## src/hdl/comp_dma_pkg.sv

```systemverilog
package comp_dma_pkg;

    // --------------------
    // bus and data widths
    // --------------------

    // byte address on the AHB bus
    typedef logic [31:0] addr_t;

    // one AHB data beat
    typedef logic [31:0] word_t;

    // one compressor beat, two bus words
    typedef logic [63:0] dword_t;

    // block count or block index
    typedef logic [24:0] blk_cnt_t;

    // beat number inside one burst
    typedef logic [3:0] beat_idx_t;

    // entry address in a compressor result buffer
    typedef logic [2:0] buf_addr_t;

    // --------------------
    // AHB encodings
    // --------------------

    typedef logic [1:0] htrans_t;

    localparam htrans_t htrans_idle   = 2'b00;
    localparam htrans_t htrans_nonseq = 2'b10;
    localparam htrans_t htrans_seq    = 2'b11;

    // --------------------
    // block geometry
    // --------------------

    // INCR16, 32-bit beats
    localparam int burst_len  = 16;
    localparam int beat_bytes = 4;

    // source block is two read bursts, compressed block is one write burst
    localparam int blk_bytes  = 128;
    localparam int cblk_bytes = 64;

endpackage

```

## src/hdl/ahb_burst_master.sv

```systemverilog
`timescale 1ns/1ps

module ahb_burst_master (
    input  logic                    clk,
    input  logic                    rst_n,

    input  logic                    burst_req_i,
    input  comp_dma_pkg::addr_t     burst_addr_i,
    input  logic                    burst_write_i,
    output logic                    burst_done_o,

    output logic                    rd_beat_o,
    output comp_dma_pkg::word_t     rd_data_o,

    output comp_dma_pkg::beat_idx_t wr_idx_o,
    input  comp_dma_pkg::word_t     wr_word_i,

    output logic                    hbusreq_o,
    input  logic                    hgrant_i,
    output comp_dma_pkg::addr_t     haddr_o,
    output comp_dma_pkg::htrans_t   htrans_o,
    output logic                    hwrite_o,
    output comp_dma_pkg::word_t     hwdata_o,
    input  comp_dma_pkg::word_t     hrdata_i,
    input  logic                    hready_i
);

    import comp_dma_pkg::*;

    // address phases run one beat ahead of data phases
    //   addr : | 0 | 1 | 2 | .. |15 |
    //   data :     | 0 | 1 | .. |14 |15 |
    typedef enum logic [2:0] {
        st_idle,
        st_busreq,
        st_first_addr,
        st_middle,
        st_last_data
    } burst_state_e;

    burst_state_e state;

    logic      hbusreq;
    htrans_t   htrans;
    logic      hwrite;
    addr_t     haddr;
    word_t     hwdata;

    // request captured while waiting for the bus
    addr_t     addr_q;
    logic      write_q;

    beat_idx_t addr_cnt;
    beat_idx_t data_cnt;

    logic      grant_take;
    logic      addr_acc;
    logic      data_acc;

    assign grant_take = (state == st_busreq) && hgrant_i;
    assign addr_acc   = ((state == st_first_addr) || (state == st_middle)) && hready_i;
    assign data_acc   = ((state == st_middle) || (state == st_last_data)) && hready_i;

    // --------------------
    // control FSM
    // --------------------

    always_ff @(posedge clk) begin
        if (!rst_n) begin
            state    <= st_idle;
            hbusreq  <= 1'b0;
            htrans   <= htrans_idle;
            hwrite   <= 1'b0;
            addr_cnt <= '0;
            data_cnt <= '0;
        end else begin
            case (state)
                st_idle: begin
                    if (burst_req_i) begin
                        hbusreq <= 1'b1;
                        state   <= st_busreq;
                    end
                end
                st_busreq: begin
                    if (hgrant_i) begin
                        hbusreq  <= 1'b0;
                        htrans   <= htrans_nonseq;
                        hwrite   <= write_q;
                        addr_cnt <= '0;
                        data_cnt <= '0;
                        state    <= st_first_addr;
                    end
                end
                st_first_addr: begin
                    if (hready_i) begin
                        htrans   <= htrans_seq;
                        addr_cnt <= addr_cnt + 1'b1;
                        state    <= st_middle;
                    end
                end
                st_middle: begin
                    if (hready_i) begin
                        addr_cnt <= addr_cnt + 1'b1;
                        data_cnt <= data_cnt + 1'b1;
                        // last address goes out together with data beat 14
                        if (data_cnt == beat_idx_t'(burst_len - 2)) begin
                            htrans <= htrans_idle;
                            state  <= st_last_data;
                        end
                    end
                end
                st_last_data: begin
                    if (hready_i) begin
                        hwrite <= 1'b0;
                        state  <= st_idle;
                    end
                end
                default: begin
                    state <= st_idle;
                end
            endcase
        end
    end

    // --------------------
    // address and write data
    // --------------------

    always_ff @(posedge clk) begin
        if (burst_req_i) begin
            addr_q  <= burst_addr_i;
            write_q <= burst_write_i;
        end
        if (grant_take) begin
            haddr <= addr_q;
        end else if (addr_acc) begin
            haddr <= haddr + addr_t'(beat_bytes);
        end
        // word for the beat whose address phase just got accepted
        if (addr_acc && hwrite) begin
            hwdata <= wr_word_i;
        end
    end

    assign burst_done_o = (state == st_last_data) && hready_i;
    assign rd_beat_o    = data_acc && !hwrite;
    assign rd_data_o    = hrdata_i;
    assign wr_idx_o     = addr_cnt;

    assign hbusreq_o    = hbusreq;
    assign haddr_o      = haddr;
    assign htrans_o     = htrans;
    assign hwrite_o     = hwrite;
    assign hwdata_o     = hwdata;

    // --------------------
    // checks
    // --------------------

    // the sequencer must wait for the previous burst to finish
    a_req_in_idle: assert property (@(posedge clk) disable iff (!rst_n)
        burst_req_i |-> (state == st_idle));

    // nonseq only on the first beat, straight after the grant
    a_nonseq_first: assert property (@(posedge clk) disable iff (!rst_n)
        (htrans_o == htrans_nonseq) |->
            (state == st_first_addr) && ($past(state) inside {st_busreq, st_first_addr}));

endmodule

```

## src/hdl/blk_sequencer.sv

```systemverilog
`timescale 1ns/1ps

module blk_sequencer #(
    parameter int n_comp = 3
) (
    input  logic                   clk,
    input  logic                   rst_n,

    input  comp_dma_pkg::addr_t    src_addr_i,
    input  comp_dma_pkg::addr_t    dst_addr_i,
    input  comp_dma_pkg::blk_cnt_t len_i,
    input  logic                   start_i,
    output logic                   done_o,

    output logic                   burst_req_o,
    output comp_dma_pkg::addr_t    burst_addr_o,
    output logic                   burst_write_o,
    input  logic                   burst_done_i,

    input  logic [n_comp-1:0]      comp_done_i,
    output logic                   owner_load_o
);

    import comp_dma_pkg::*;

    typedef enum logic [2:0] {
        st_idle,
        st_read1,
        st_read2,
        st_compress,
        st_write
    } seq_state_e;

    seq_state_e state;

    // set once the burst of the current state has been requested
    logic     req_issued;
    blk_cnt_t blk_idx;
    blk_cnt_t blk_next;

    // command captured at start
    addr_t    src_q;
    addr_t    dst_q;
    blk_cnt_t len_q;

    logic     all_done;

    assign all_done = &comp_done_i;
    assign blk_next = blk_idx + 1'b1;

    // --------------------
    // block loop
    // --------------------

    always_ff @(posedge clk) begin
        if (!rst_n) begin
            state      <= st_idle;
            req_issued <= 1'b0;
            blk_idx    <= '0;
        end else begin
            case (state)
                st_idle: begin
                    if (start_i && (len_i != '0)) begin
                        blk_idx    <= '0;
                        req_issued <= 1'b0;
                        state      <= st_read1;
                    end
                end
                st_read1: begin
                    if (burst_req_o) begin
                        req_issued <= 1'b1;
                    end else if (burst_done_i) begin
                        req_issued <= 1'b0;
                        state      <= st_read2;
                    end
                end
                st_read2: begin
                    if (burst_req_o) begin
                        req_issued <= 1'b1;
                    end else if (burst_done_i) begin
                        req_issued <= 1'b0;
                        state      <= st_compress;
                    end
                end
                st_compress: begin
                    if (all_done) begin
                        state <= st_write;
                    end
                end
                st_write: begin
                    if (burst_req_o) begin
                        req_issued <= 1'b1;
                    end else if (burst_done_i) begin
                        req_issued <= 1'b0;
                        blk_idx    <= blk_next;
                        if (blk_next == len_q) begin
                            state <= st_idle;
                        end else begin
                            state <= st_read1;
                        end
                    end
                end
                default: begin
                    state <= st_idle;
                end
            endcase
        end
    end

    always_ff @(posedge clk) begin
        if ((state == st_idle) && start_i) begin
            src_q <= src_addr_i;
            dst_q <= dst_addr_i;
            len_q <= len_i;
        end
    end

    // --------------------
    // burst requests
    // --------------------

    always_comb begin
        case (state)
            st_read2: burst_addr_o = src_q + addr_t'(blk_idx) * addr_t'(blk_bytes)
                                     + addr_t'(burst_len * beat_bytes);
            st_write: burst_addr_o = dst_q + addr_t'(blk_idx) * addr_t'(cblk_bytes);
            default:  burst_addr_o = src_q + addr_t'(blk_idx) * addr_t'(blk_bytes);
        endcase
    end

    assign burst_req_o   = (state inside {st_read1, st_read2, st_write}) && !req_issued;
    assign burst_write_o = (state == st_write);
    assign owner_load_o  = (state == st_compress) && all_done;
    assign done_o        = (state == st_idle);

    // a burst completes only after it was requested
    a_done_after_req: assert property (@(posedge clk) disable iff (!rst_n)
        burst_done_i |-> req_issued && (state inside {st_read1, st_read2, st_write}));

endmodule

```

## src/hdl/beat_packer.sv

```systemverilog
`timescale 1ns/1ps

module beat_packer (
    input  logic                 clk,
    input  logic                 rst_n,

    input  logic                 rd_beat_i,
    input  comp_dma_pkg::word_t  rd_data_i,

    output logic                 comp_wren_o,
    output logic                 comp_sop_o,
    output logic                 comp_eop_o,
    output comp_dma_pkg::dword_t comp_wdata_o
);

    import comp_dma_pkg::*;

    // word count within a block, two bursts of 16
    logic [4:0] beat_cnt;
    dword_t     pack_q;
    logic       wren;
    logic       sop;
    logic       eop;
    logic       odd_word;

    assign odd_word = rd_beat_i && beat_cnt[0];

    always_ff @(posedge clk) begin
        if (!rst_n) begin
            beat_cnt <= '0;
            wren     <= 1'b0;
            sop      <= 1'b0;
            eop      <= 1'b0;
        end else begin
            if (rd_beat_i) begin
                beat_cnt <= beat_cnt + 1'b1;
            end
            // fire once the lower half is in
            wren <= odd_word;
            sop  <= odd_word && (beat_cnt[4:1] == 4'd0);
            eop  <= odd_word && (beat_cnt[4:1] == 4'd15);
        end
    end

    // even word is the upper half
    always_ff @(posedge clk) begin
        if (rd_beat_i && !beat_cnt[0]) begin
            pack_q[63:32] <= rd_data_i;
        end
        if (odd_word) begin
            pack_q[31:0] <= rd_data_i;
        end
    end

    assign comp_wren_o  = wren;
    assign comp_sop_o   = sop;
    assign comp_eop_o   = eop;
    assign comp_wdata_o = pack_q;

endmodule

```

## src/hdl/result_select.sv

```systemverilog
`timescale 1ns/1ps

module result_select #(
    parameter int n_comp = 3
) (
    input  logic                      clk,
    input  logic                      rst_n,

    input  logic                      owner_load_i,
    input  logic [n_comp-1:0]         comp_fail_i,
    input  logic [n_comp*64-1:0]      comp_rdata_i,

    input  comp_dma_pkg::beat_idx_t   wr_idx_i,
    output comp_dma_pkg::buf_addr_t   buf_addr_o,
    output comp_dma_pkg::word_t       wr_word_o
);

    import comp_dma_pkg::*;

    localparam int own_w = (n_comp > 1) ? $clog2(n_comp) : 1;

    logic [own_w-1:0] winner;
    logic [own_w-1:0] owner;
    dword_t           owner_data;

    // lowest passing compressor, 0 when all failed
    always_comb begin
        winner = '0;
        for (int i = n_comp - 1; i >= 0; i--) begin
            if (!comp_fail_i[i]) begin
                winner = own_w'(i);
            end
        end
    end

    always_ff @(posedge clk) begin
        if (!rst_n) begin
            owner <= '0;
        end else if (owner_load_i) begin
            owner <= winner;
        end
    end

    // --------------------
    // write word mux
    // --------------------

    assign owner_data = comp_rdata_i[owner*64 +: 64];

    // two bus beats per buffer entry
    assign buf_addr_o = wr_idx_i[3:1];

    // even beat takes the upper half
    assign wr_word_o  = wr_idx_i[0] ? owner_data[31:0] : owner_data[63:32];

endmodule

```

## src/hdl/comp_dma_engine.sv

```systemverilog
`timescale 1ns/1ps

module comp_dma_engine #(
    parameter int n_comp = 3
) (
    input  logic                    clk,
    input  logic                    rst_n,

    input  comp_dma_pkg::addr_t     src_addr_i,
    input  comp_dma_pkg::addr_t     dst_addr_i,
    input  comp_dma_pkg::blk_cnt_t  len_i,
    input  logic                    start_i,
    output logic                    done_o,

    output logic                    hbusreq_o,
    input  logic                    hgrant_i,
    output comp_dma_pkg::addr_t     haddr_o,
    output comp_dma_pkg::htrans_t   htrans_o,
    output logic                    hwrite_o,
    output comp_dma_pkg::word_t     hwdata_o,
    input  comp_dma_pkg::word_t     hrdata_i,
    input  logic                    hready_i,

    output logic                    comp_wren_o,
    output logic                    comp_sop_o,
    output logic                    comp_eop_o,
    output comp_dma_pkg::dword_t    comp_wdata_o,
    input  logic [n_comp-1:0]       comp_done_i,
    input  logic [n_comp-1:0]       comp_fail_i,
    output comp_dma_pkg::buf_addr_t buf_addr_o,
    input  logic [n_comp*64-1:0]    comp_rdata_i
);

    import comp_dma_pkg::*;

    // sequencer to master
    logic      burst_req;
    addr_t     burst_addr;
    logic      burst_write;
    logic      burst_done;

    // read and write data paths
    logic      rd_beat;
    word_t     rd_data;
    beat_idx_t wr_idx;
    word_t     wr_word;

    logic      owner_load;

    blk_sequencer #(
        .n_comp (n_comp)
    ) blk_sequencer_i (
        .clk           (clk),
        .rst_n         (rst_n),
        .src_addr_i    (src_addr_i),
        .dst_addr_i    (dst_addr_i),
        .len_i         (len_i),
        .start_i       (start_i),
        .done_o        (done_o),
        .burst_req_o   (burst_req),
        .burst_addr_o  (burst_addr),
        .burst_write_o (burst_write),
        .burst_done_i  (burst_done),
        .comp_done_i   (comp_done_i),
        .owner_load_o  (owner_load)
    );

    ahb_burst_master ahb_burst_master_i (
        .clk           (clk),
        .rst_n         (rst_n),
        .burst_req_i   (burst_req),
        .burst_addr_i  (burst_addr),
        .burst_write_i (burst_write),
        .burst_done_o  (burst_done),
        .rd_beat_o     (rd_beat),
        .rd_data_o     (rd_data),
        .wr_idx_o      (wr_idx),
        .wr_word_i     (wr_word),
        .hbusreq_o     (hbusreq_o),
        .hgrant_i      (hgrant_i),
        .haddr_o       (haddr_o),
        .htrans_o      (htrans_o),
        .hwrite_o      (hwrite_o),
        .hwdata_o      (hwdata_o),
        .hrdata_i      (hrdata_i),
        .hready_i      (hready_i)
    );

    beat_packer beat_packer_i (
        .clk          (clk),
        .rst_n        (rst_n),
        .rd_beat_i    (rd_beat),
        .rd_data_i    (rd_data),
        .comp_wren_o  (comp_wren_o),
        .comp_sop_o   (comp_sop_o),
        .comp_eop_o   (comp_eop_o),
        .comp_wdata_o (comp_wdata_o)
    );

    result_select #(
        .n_comp (n_comp)
    ) result_select_i (
        .clk          (clk),
        .rst_n        (rst_n),
        .owner_load_i (owner_load),
        .comp_fail_i  (comp_fail_i),
        .comp_rdata_i (comp_rdata_i),
        .wr_idx_i     (wr_idx),
        .buf_addr_o   (buf_addr_o),
        .wr_word_o    (wr_word)
    );

endmodule

```

## config.mk

```make
export PLATFORM = sky130hd
export DESIGN_NAME = comp_dma_engine
export DESIGN_NICKNAME = d
export VERILOG_FILES = /design/src/hdl/comp_dma_pkg.sv /design/src/hdl/ahb_burst_master.sv /design/src/hdl/blk_sequencer.sv /design/src/hdl/beat_packer.sv /design/src/hdl/result_select.sv /design/src/hdl/comp_dma_engine.sv
export SDC_FILE = /design/constraint.sdc
export NUM_CORES = 1
export LEC_CHECK = 0
export ABC_AREA = 1
export CAP_MARGIN = 15
export CORE_ASPECT_RATIO = 0.5
export CORE_MARGIN = 2
export CORE_UTILIZATION = 30
export DETAILED_ROUTE_END_ITERATION = 10
export DONT_BUFFER_PORTS = 1
export SKIP_CTS_REPAIR_TIMING = 1
export SYNTH_ARGS = -nofsm -noshare
export SYNTH_HDL_FRONTEND = slang
export SYNTH_SLANG_ARGS = --single-unit
```

## constraint.sdc

```tcl
create_clock -name clk -period 10.5 [get_ports clk]
set_input_delay 0.525 -clock clk [delete_from_list [all_inputs] [get_ports clk]]
set_output_delay 0.525 -clock clk [all_outputs]
set_load 0.03 [all_outputs]
```

; After elaboration in Yosys (flattened, before gate mapping)
; Index checks and enable logic that the tools add are counted.
[classes]
n_addsub = 8
n_eq_ne = 27
n_shift = 1
n_mux = 48
reduce_logical = 44
[ops]
columns = op, n
row1 = $shiftx A192 B9 Y64, 1
row2 = $mux W32, 3
row3 = $mux W25, 3
row4 = $pmux W32 S2, 1
row5 = $pmux W25 S2, 1
row6 = $mux W3, 14
row7 = $add A32 B3 Y32 const B, 1
row8 = $add A32 B31 Y32, 1
row9 = $add A32 B32 Y32, 1
row10 = $add A32 B7 Y32 const B, 1
row11 = $pmux W3 S5, 2
row12 = $add A25 B1 Y25 const B, 1
row13 = $eq A25 B25 Y1, 1
row14 = $reduce_bool A25 Y1, 1
row15 = $ne A2 B2 Y1 const B, 9
row16 = $reduce_and A3 Y1, 6
row17 = $pmux W4 S2, 2
row18 = $logic_and A1 B1 Y1, 14
row19 = $mux W2, 7
row20 = $reduce_bool A2 Y1, 7
row21 = $eq A3 B2 Y1 const B, 4
row22 = $mux W4, 3
row23 = $ne A2 B1 Y1 const B, 6
row24 = $add A4 B1 Y4 const B, 2
row25 = 19 further kinds, 36
[totals]
ff_bits = 304

; Longest topological paths before layout
; Gate-level depths: netlist of run 1.
[logic_depth]
depth_word = 6
mapped_depth = 20
ltp_nobuf = 20

; Modules after synthesis
; A second synthesis of run 1 with hierarchy kept.
[unflattened]
cells_unflattened = 2522
area_unflattened_um2 = 19175.9
[modules_own_cells]
columns = mod, instances, cells_each, area_per_inst_um2, seq_area_each_um2
row1 = blk_sequencer, 1, 1368, 9416.5, 3253.1
row2 = ahb_burst_master, 1, 517, 5129.9, 3213.1
row3 = result_select, 1, 531, 2392.3, 40.0
row4 = beat_packer, 1, 106, 2237.1, 2082.0

; Least setup slack after synthesis of run 1
; Ideal clock, no wire load.
[synth_path]
kind = register to register
from = register blk_sequencer_i.state[0]
to = register blk_sequencer_i.dst_q[0], enable pin
setup_ns = 0.538
arrival_time_ns = 4.849
path_slack_ns = 5.114
stages_incl_launch_ff = 6
path_buffers = 0
synth_period_minus_slack_ns = 5.386
cell_sequence = dfxtp_1 nor2_1 inv_1 nor2_1 inv_1 nor2_1
[synth_via]
elab_chain_len = 2
[synth_lines]
columns = item, line_no
row1 = from (decl), blk_sequencer.sv:34  ; seq_state_e state;
row2 = from (signal assigned), blk_sequencer.sv:57  ; state <= st_idle;
row3 = from (signal assigned), blk_sequencer.sv:66  ; state <= st_read1;
row4 = from (signal assigned), blk_sequencer.sv:74  ; state <= st_read2;
row5 = $logic_not A3 Y1, n/a
row6 = net done_o, comp_dma_engine.sv:13  ; output logic done_o,
row7 = $logic_and A1 B1 Y1, blk_sequencer.sv:111  ; if ((state == st_idle) && start_i) begin
row8 = to (signal assigned), blk_sequencer.sv:113  ; dst_q <= dst_addr_i;
row9 = to (decl), blk_sequencer.sv:43  ; addr_t dst_q;
; The timed path passes the listed nets, and every way through them passes these cells.
; A chain may end at the register's enable or synchronous reset.

; Worst setup path after layout of run 1
[layout_path]
from = register blk_sequencer_i.blk_idx[0]
to = register ahb_burst_master_i.addr_q[25], data pin
[layout_via]
elab_chain_len = 3
[layout_lines]
columns = item, line_no
row1 = from (decl), blk_sequencer.sv:38  ; blk_cnt_t blk_idx;
row2 = from (signal assigned), blk_sequencer.sv:95  ; blk_idx <= blk_next;
row3 = $add A32 B32 Y32, "blk_sequencer.sv:124, blk_sequencer.sv:127"
row4 = $add A32 B7 Y32, blk_sequencer.sv:125  ; + addr_t'(burst_len * beat_bytes);
row5 = $pmux W32 S2 *, blk_sequencer.sv:123  ; case (state)
row6 = net ahb_burst_master_i.burst_addr_i[25], ahb_burst_master.sv:8  ; input comp_dma_pkg::addr_t burst_addr_i,
row7 = to (signal assigned), ahb_burst_master.sv:131  ; addr_q <= burst_addr_i;
row8 = to (decl), ahb_burst_master.sv:50  ; addr_t addr_q;
; Mark *: on every way through the listed nets, which the timed path passes. The rest lies on a longest branch.

==> results.toml, run 1 <==
[detailed_routing]
wl_per_cell_um = 19.7
vias = 15500
drc = 0
first_pass_iters = 6
drt-total-wl_mm = 60.1
drt_iter0_markers = 1475
routed_via_density = 5.10
ant_nets = 0

[synth]
synth_ff_type = "edfxtp_1"
synth.ff_latch_count = 304
yosys.area.top_type_share = 0.426
synthXorXnorAreaFrac = 0.0232
yosysTopAreaCell = "edfxtp_1"
async_reset_ff_frac = 0
syn_area_per_cell_um2 = 8.21
synthDistinctLibCells = 51
synth_compound_area_frac = 0.122
syn_inst = 2144
synth_top_family_by_area = "simple AND/OR/NAND/NOR gates"
synthAdderAreaFrac = 0.0421
yosys_warnings = 0
yosysSeqAreaShare = 0.488
yosys.area_share.simple = 0.263
synth_edf_count = 250
synth_nets = 2526
muxShareOfSynthArea = 0
synth_area_um2 = 17600
synthTopCellsByArea = "edfxtp_1 (43%), nand2_1 (11%), dfxtp_1 (6.1%)"

[clocking]
htreeDepth = 1
cts_buffer_depth = 3
cts_root_buffer = "clkbuf_16"
cts_sinks = 304
clock_latency_ns = 0.61
cts_tree = "built"
clk_pin_slew_ns = 0.07
cts_buffers = 31

[floorplan]
io_pins = 463
rows = 62
dieArea_um2 = 60800
core_um2 = 57700
die_h_um = 175
die_w_um = 347
initial_utilization = 0.305

[global_routing]
gr-total-overflow = 0
grt_util_all_layers = 0.182
met1_usage = 0.241
grtUsageMet2 = 0.279
grt-busiest-layer = "met2"
grt_pass1_wl_mm = 84.1
antenna_found_initial = 9
grt_pass1_vias = 13700
grt_use_met3 = 0.0540
grt_max_degree = 90

[critical_path]
path_class = "reg2reg"
crit_chain = "ha_1 -> inv_1 -> fa_1 -> inv_1 -> nand2_1 -> nand2_1 -> nand3_1 -> nand2_1 -> inv_1 -> nor2_4 -> nand3_2 -> nor2_2 -> nand4_4 -> nor2_2 -> nand2_1 -> nand3_1 -> o211ai_2"
cpPeakStageDelay_ns = 0.63
slowest_stage = "dfxtp_1"
crit_path_frequent_cell = "nand2_1"
cp.required_ns = 10.82
path_delay_family = "simple AND/OR/NAND/NOR gates"
crit_buf_inv = 3
critPathArrivalTime_ns = 3.63
worst_setup_path_start_kind = "flop"
crit_fanout = 8
endpoint_kind = "flop"

[timing]
maxSlewViolCount = 0
rsz0062_at_grt = "false"
hold_ws_ns = 0.0314
slew_headroom = 0.221
finalSetupViolCount = 0
fin_setup_tns_ns = 0
max_freq_ghz = 0.303
fin_crit_ns = 3.30
worstMarginPinSlew_ns = 1.17
worst_slack_ns = 7.20
finalCritPeriodShare = 0.315
finalHoldViolations = 0
skew_ns = 0.0335

[layout]
nNetsFinal = 2626
instances_no_fill = 3047
fin_area_um2 = 20800
drive_above_1_share = 0.0617
post-route-util = 0.360
num-fill-cells = 5848
syn_to_final_growth_pct = 17.9

[pwr]
irDropWorstVdd_v = 0.000135
p_per_area_nw_per_um2 = 196
p_leak_nw = 8.16
finalPower_mw = 4.07

[place]
pre_cts_slack_ns = 7.16
place.port_buffers = 0
placed_area_um2 = 18400
dp.cells = 2861
dpl.hpwl_mm = 45.9
gp_congestion = 0.938

[status]
status = "finished clean"

[hold_path]
hold_path_class = "in2reg"

[flow_run]
max-cap-violations = 0
==> cell type report <==
type                       instances  area [um^2]  share of cell area
clock inverter                    25          333              0.0160
multi-input combinational       1554         7950               0.383
clock buffer                      33          783              0.0377
antenna                           10         25.0             0.00121
tap                              768          961              0.0463
inverter                         224          841              0.0405
sequential                       304         8590               0.414
timing repair buffer             129         1270              0.0614
==> per-layer routing <==
layer / routed length [um] / part of all wire
met5: 34 / 0.00057
met1: 25900 / 0.43
met3: 5260 / 0.088
met4: 2570 / 0.043
met2: 26300 / 0.44
==> synthesized netlist by cell type, types with 4 or more instances <==
cell,count
a211oi_1,5
a21o_1,5
a21oi_1,107
a31oi_1,5
buf_1,4
clkbuf_1,51
clkinv_1,4
dfxtp_1,54
edfxtp_1,250
ha_1,56
inv_1,218
nand2_1,527
nand2_2,19
nand3_1,142
nand3_2,10
nand3b_1,7
nand4_1,35
nor2_1,234
nor2_2,17
nor3_1,33
nor4_1,10
o211ai_1,9
o21ai_0,194
o21ai_1,5
o21bai_1,10
o221ai_1,4
o22ai_1,35
o31ai_1,5
or2_2,7
xnor2_1,15
xor2_1,29
==> registers in the layout (all words and copies together) (netlist names), 4 cells and up <==
name and count:
beat_packer_i.beat_cnt 5, beat_packer_i.comp_wdata_o 64, blk_sequencer_i.dst_q 32, ahb_burst_master_i.addr_q 32, blk_sequencer_i.src_q 32, ahb_burst_master_i.haddr_o 32, ahb_burst_master_i.data_cnt 4, blk_sequencer_i.len_q 25
ahb_burst_master_i.hwdata_o 32, blk_sequencer_i.blk_idx 25, ahb_burst_master_i.wr_idx_o 4
==> worst register-to-register path: stages, from the launching register on <==
cell,delay (ns)
dfxtp_1,0.63
ha_1,0.30
inv_1,0.06
fa_1,0.39
inv_1,0.13
nand2_1,0.06
nand2_1,0.06
nand3_1,0.06
nand2_1,0.13
inv_1,0.12
nor2_4,0.14
nand3_2,0.10
nor2_2,0.16
nand4_4,0.13
nor2_2,0.22
nand2_1,0.11
nand3_1,0.09
o211ai_2,0.10
==> worst paths after layout <==
path                                      startpoint                                       end  slack [ns]  cells after the start
max          blk_sequencer_i.blk_idx[0]$_SDFFE_PN0P_   ahb_burst_master_i.addr_q[25]$_DFFE_PP_        7.20                     17
min                                     hrdata_i[14]  beat_packer_i.comp_wdata_o[14]$_DFFE_PP_        0.03                      0
max reg2reg  blk_sequencer_i.blk_idx[0]$_SDFFE_PN0P_   ahb_burst_master_i.addr_q[25]$_DFFE_PP_        7.20                     17
min reg2reg  blk_sequencer_i.req_issued$_SDFFE_PN0P_   blk_sequencer_i.req_issued$_SDFFE_PN0P_        0.49                      2
==> cell usage in the layout (no fill, tap or decap), types with 11 or more instances in the layout <==
| cell type | instances |
|---|---|
| a21oi_1 | 107 |
| o21ai_0 | 194 |
| xor2_1 | 29 |
| edfxtp_1 | 250 |
| nor2_1 | 230 |
| xnor2_1 | 15 |
| clkbuf_16 | 31 |
| nor2_2 | 18 |
| dfxtp_1 | 52 |
| buf_4 | 11 |
| inv_1 | 216 |
| ha_1 | 56 |
| dlygate4sd3_1 | 117 |
| nand3_1 | 142 |
| o22ai_1 | 35 |
| nand4_1 | 35 |
| nor3_1 | 33 |
| nand2_1 | 527 |
| nand2_2 | 19 |
==> kinds of logic after synthesis <==
| family | count (synthesis) |
|---|---|
| adders and majority gates | 58 |
| and+or+nand+nor | 1058 |
| xor gates and xnor gates | 45 |
| AOI/OAI and AO/OA | 393 |
| DFF | 304 |
| buffers and inverters | 286 |
==> report_power, final <==
| group | internal, mW | total [mW] | switching, mW |
|---|---|---|---|
| clock | 0.700 | 1.22 | 0.519 |
| combinational | 0.284 | 0.963 | 0.680 |
| sequential | 1.63 | 1.89 | 0.258 |
Note: power is estimated with default switching activity, not from simulation.
==> run 2: changes to the inputs <==
==> constraint.sdc (replaced) <==
create_clock -name clk -period 3 [get_ports clk]
set_input_delay 0.15 -clock clk [delete_from_list [all_inputs] [get_ports clk]]
set_output_delay 0.15 -clock clk [all_outputs]
set_load 0.03 [all_outputs]
==> results.toml, run 2 (synthesized netlist as in run 1, its figures left out) <==
[status]
status = "finished, violations left"
violations = "negative hold slack"

[clocking]
htreeDepth = 2
clk_pin_slew_ns = 0.06
clock_latency_ns = 0.57
cts_tree = "built"
cts_root_buffer = "clkbuf_16"
cts_sinks = 304
cts_buffer_depth = 3
cts_buffers = 34

[detailed_routing]
vias = 16100
drc = 0
drt_iter0_markers = 1443
routed_via_density = 5.10
drt-total-wl_mm = 62.6
ant_nets = 0
first_pass_iters = 8
wl_per_cell_um = 19.8

[pwr]
switching_power_mw = 5.32
combPwrFrac = 0.265
switching_share = 0.363
seqPwrFrac = 0.445
clock_power_share = 0.290
finalPower_mw = 14.7
p_int_mw = 9.36
p_leak_nw = 8.70
irDropWorstVdd_v = 0.000268
p_per_area_nw_per_um2 = 672

[floorplan]
core_um2 = 57700
die_h_um = 175
rows = 62
initial_utilization = 0.305
dieArea_um2 = 60800
die_w_um = 347
io_pins = 463

[critical_path]
worst_setup_path_start_kind = "flop"
r2r-start = "blk_sequencer_i.src_q[7]$_DFFE_PP_"
path_class = "reg2reg"
critPathArrivalTime_ns = 3.16
crit_fanout = 4
crit_start = "blk_sequencer_i.src_q[7]$_DFFE_PP_"
r2r_end = "ahb_burst_master_i.addr_q[20]$_DFFE_PP_"
cp.required_ns = 3.35
rrSetupSlack_ns = 0.19
reg2reg_depth = 14
endpoint_kind = "flop"

[place]
dp.cells = 2924
dpl.hpwl_mm = 48.4
place.port_buffers = 0
gp_congestion = 0.916
placed_area_um2 = 18900
pre_cts_slack_ns = 0.154

[layout]
layout_commonest_cell = "nand2_1"
syn_to_final_growth_pct = 24.0
nNetsFinal = 2747
fin_area_um2 = 21800
post-route-util = 0.378
drive_above_1_share = 0.0904
instances_no_fill = 3165
seqCellArea_um2 = 8590
num-fill-cells = 5796
multi_input_area_um2 = 8000
final_cell_mix = "nand2_1 (526), edfxtp_1 (250), nor2_1 (227)"
largest_register_ff_count = 64

[timing]
fin_crit_ns = 2.81
fin_setup_tns_ns = 0
worstMarginPinSlew_ns = 0.943
worst_slack_ns = 0.193
skew_ns = 0.0313
maxSlewViolCount = 0
hold_ws_ns = -0.0402
slew_headroom = 0.367
max_freq_ghz = 0.356
finalHoldViolations = 4
finalSetupViolCount = 0
finalCritPeriodShare = 0.936

[global_routing]
gr-total-overflow = 0
antenna_found_initial = 8
grt_pass1_vias = 14100
grt_pass1_wl_mm = 87.4
grt_max_degree = 68
grt_util_all_layers = 0.190

[hold_path]
hold_path_class = "in2reg"
holdPathStages = 2
hold_end = "ahb_burst_master_i.hwdata_o[6]$_DFFE_PP_"
holdCritStartpoint = "comp_rdata_i[102]"

[flow_run]
max-cap-violations = 0
## run 2: changes by cell type in the layout (fill, tap and decap cells not counted), moves of 3 or more
cell,before,now
buf_4,11,72
bufinv_16,6,2
clkbuf_1,2,6
clkbuf_16,31,34
diode_2,10,7
dlygate4sd3_1,117,172
ha_1,56,52
ha_2,0,3
inv_6,1,4
nor2_1,230,227
## run 2: worst max-delay path, cell delays in order, from the launching register on
cell      delay (ns)
edfxtp_1        0.40
ha_2            0.23
inv_1           0.08
fa_2            0.47
inv_2           0.10
nand2_1         0.06
nor2_2          0.17
nand3_2         0.11
nor2_1          0.15
nand3_1         0.12
nor2_2          0.16
nand4_1         0.18
o21ai_1         0.16
nand3_1         0.09
o211ai_1        0.13
## run 2: area by class of cell
cell class	instances	area share
clock inverters	20	0.0101
diodes	7	0.000802
well taps	768	0.0440
repair buffers	247	0.106
inverters	224	0.0385
flip-flops and latches	304	0.393
clock buffers	41	0.0406
multi-input cells	1554	0.366
## run 2: worst max path at each step
stage,endpoint,slack [ns]
2_1_floorplan,blk_sequencer_i.dst_q[0]$_DFFE_PP_,0.07
3_3_place_gp,ahb_burst_master_i.addr_q[25]$_DFFE_PP_,0.19
3_5_place_dp,ahb_burst_master_i.addr_q[25]$_DFFE_PP_,0.15
4_1_cts,ahb_burst_master_i.addr_q[29]$_DFFE_PP_,0.14
5_1_grt,ahb_burst_master_i.addr_q[30]$_DFFE_PP_,-0.03
6_report,ahb_burst_master_i.addr_q[20]$_DFFE_PP_,0.19
## run 2: power by group through the flow
stage	Sequential (mW)	Clock [mW]	Combinational (mW)
after global routing	6.60	4.55	4.31
after CTS	6.54	4.36	3.59
after global placement	6.61	0	3.53
final	6.53	4.26	3.89
after floorplan	6.42	0	2.38
after detailed placement	6.63	0	3.57
## run 2: layer usage
metal	track usage	routed length [um]
met1	0.252	26900
met2	0.303	28500
met3	0.0492	5190
met4	0.0618	2040
met5	0	26
==> run 3: changes to the inputs <==
==> constraint.sdc (replaced) <==
create_clock -name clk -period 2.65 [get_ports clk]
set_input_delay 0.1325 -clock clk [delete_from_list [all_inputs] [get_ports clk]]
set_output_delay 0.1325 -clock clk [all_outputs]
set_load 0.03 [all_outputs]
==> results.toml, run 3 (synthesized netlist as in run 1, its figures left out) <==
[detailed_routing]
first_pass_iters = 5
ant_nets = 0
drt-total-wl_mm = 63.2
wl_per_cell_um = 19.4
drt_iter0_markers = 1415
routed_via_density = 5.03
vias = 16400
drc = 0

[floorplan]
dieArea_um2 = 60800
initial_utilization = 0.305
io_pins = 463
core_um2 = 57700
rows = 62
die_h_um = 175
die_w_um = 347

[layout]
drive_above_1_share = 0.148
nNetsFinal = 2835
final_cell_mix = "nand2_1 (507), edfxtp_1 (250), nor2_1 (214)"
syn_to_final_growth_pct = 30.3
layout_commonest_cell = "nand2_1"
instances_no_fill = 3251
largest_register_ff_count = 64
fin_area_um2 = 22900

[timing]
finalHoldViolations = 3
finalCritPeriodShare = 1.01
hold_ws_ns = -0.0300
worst_slack_ns = -0.0391
max_freq_ghz = 0.372
maxSlewViolCount = 0
fin_crit_ns = 2.69
skew_ns = 0.0245
rsz0062_at_grt = "true"
finalSetupViolCount = 8
slew_headroom = 0.534
worstMarginPinSlew_ns = 0.699

[pwr]
finalPower_mw = 17.2
p_leak_nw = 9.18
p_per_area_nw_per_um2 = 751
irDropWorstVdd_v = 0.000515

[global_routing]
grt_max_degree = 68
grt_pass1_wl_mm = 87.7
grt_util_all_layers = 0.190
gr-total-overflow = 0
grt_pass1_vias = 14100
antenna_found_initial = 11

[clocking]
cts_tree = "built"
htreeDepth = 1
clock_latency_ns = 0.62
cts_sinks = 304
clk_pin_slew_ns = 0.06
cts_buffer_depth = 3
cts_buffers = 31
cts_root_buffer = "clkbuf_16"

[critical_path]
critPathArrivalTime_ns = 3.03
reg2reg_depth = 17
endpoint_kind = "flop"
worst_setup_path_start_kind = "flop"
cp.required_ns = 2.99
r2r-start = "blk_sequencer_i.blk_idx[0]$_SDFFE_PN0P_"
rrSetupSlack_ns = -0.04
crit_fanout = 4
path_class = "reg2reg"
r2r_end = "ahb_burst_master_i.addr_q[25]$_DFFE_PP_"

[place]
pre_cts_slack_ns = -0.139
place.port_buffers = 0
placed_area_um2 = 19600
dp.cells = 3000
gp_congestion = 0.951
dpl.hpwl_mm = 48.8

[hold_path]
hold_path_class = "in2reg"
holdCritStartpoint = "comp_rdata_i[121]"
holdPathStages = 2
hold_end = "ahb_burst_master_i.hwdata_o[25]$_DFFE_PP_"

[flow_run]
max-cap-violations = 0

[status]
status = "finished, violations left"
violations = "negative hold slack, negative setup slack"
## run 3: worst max-delay path, stage by stage, from the launching register on
cell and delay [ns]:
dfxtp_2 0.34, ha_2 0.20, inv_2 0.05, fa_2 0.41, inv_2 0.10, nand2_1 0.06
nand2_1 0.07, nand3_2 0.06, nand2_2 0.11, inv_1 0.11, nor2_4 0.13, nand3_2 0.11
nor2_4 0.13, nand4_4 0.13, nor2_4 0.17, nand2_1 0.08, nand3_1 0.08, o211ai_2 0.08
## run 3: per-layer routing
metal / share of wire / GRT usage / up-vias
li1: - / - / 7927
met1: 0.43 / 0.254 / 7678
met2: 0.46 / 0.304 / 647
met3: 0.079 / 0.0492 / 103
met4: 0.025 / 0.0569 / 12
met5: 0.0012 / 0 / -
## run 3: worst max-delay path by stage
stage,startpoint,end,cells past startpoint,slack (ns)
after global routing,blk_sequencer_i.blk_idx[0]$_SDFFE_PN0P_,ahb_burst_master_i.addr_q[28]$_DFFE_PP_,17,-0.21
after CTS,blk_sequencer_i.src_q[7]$_DFFE_PP_,ahb_burst_master_i.addr_q[26]$_DFFE_PP_,15,-0.16
after detailed placement,blk_sequencer_i.src_q[7]$_DFFE_PP_,ahb_burst_master_i.addr_q[26]$_DFFE_PP_,15,-0.14
final,blk_sequencer_i.blk_idx[0]$_SDFFE_PN0P_,ahb_burst_master_i.addr_q[25]$_DFFE_PP_,17,-0.04
after floorplan,blk_sequencer_i.blk_idx[0]$_SDFFE_PN0P_,ahb_burst_master_i.addr_q[25]$_DFFE_PP_,15,0.0009
after global placement,blk_sequencer_i.src_q[7]$_DFFE_PP_,ahb_burst_master_i.addr_q[26]$_DFFE_PP_,15,-0.07
## run 3: area by class of cell
cell class / instances / area [um^2]
Timing Repair Buffer: 338 / 3070
Tap cell: 768 / 961
Fill cell: 5716 / 34800
Inverter: 224 / 841
Sequential cell: 304 / 8600
Clock inverter: 23 / 375
Antenna cell: 5 / 12.5
Clock buffer: 35 / 791
Multi-Input combinational cell: 1554 / 8300
## run 3: metrics by stage
stage,util,TNS (ns)
floorplan,-,0
global route,0.398,-2.38
CTS,0.359,-1.70
detailed placement,0.339,-1.27
global placement,0.339,-0.330
finish,0.398,-0.224
## run 3: power by group
part	internal (mW)	switching, mW
Clock	3.05	2.01
Sequential	6.45	0.777
Combinational	1.75	3.19
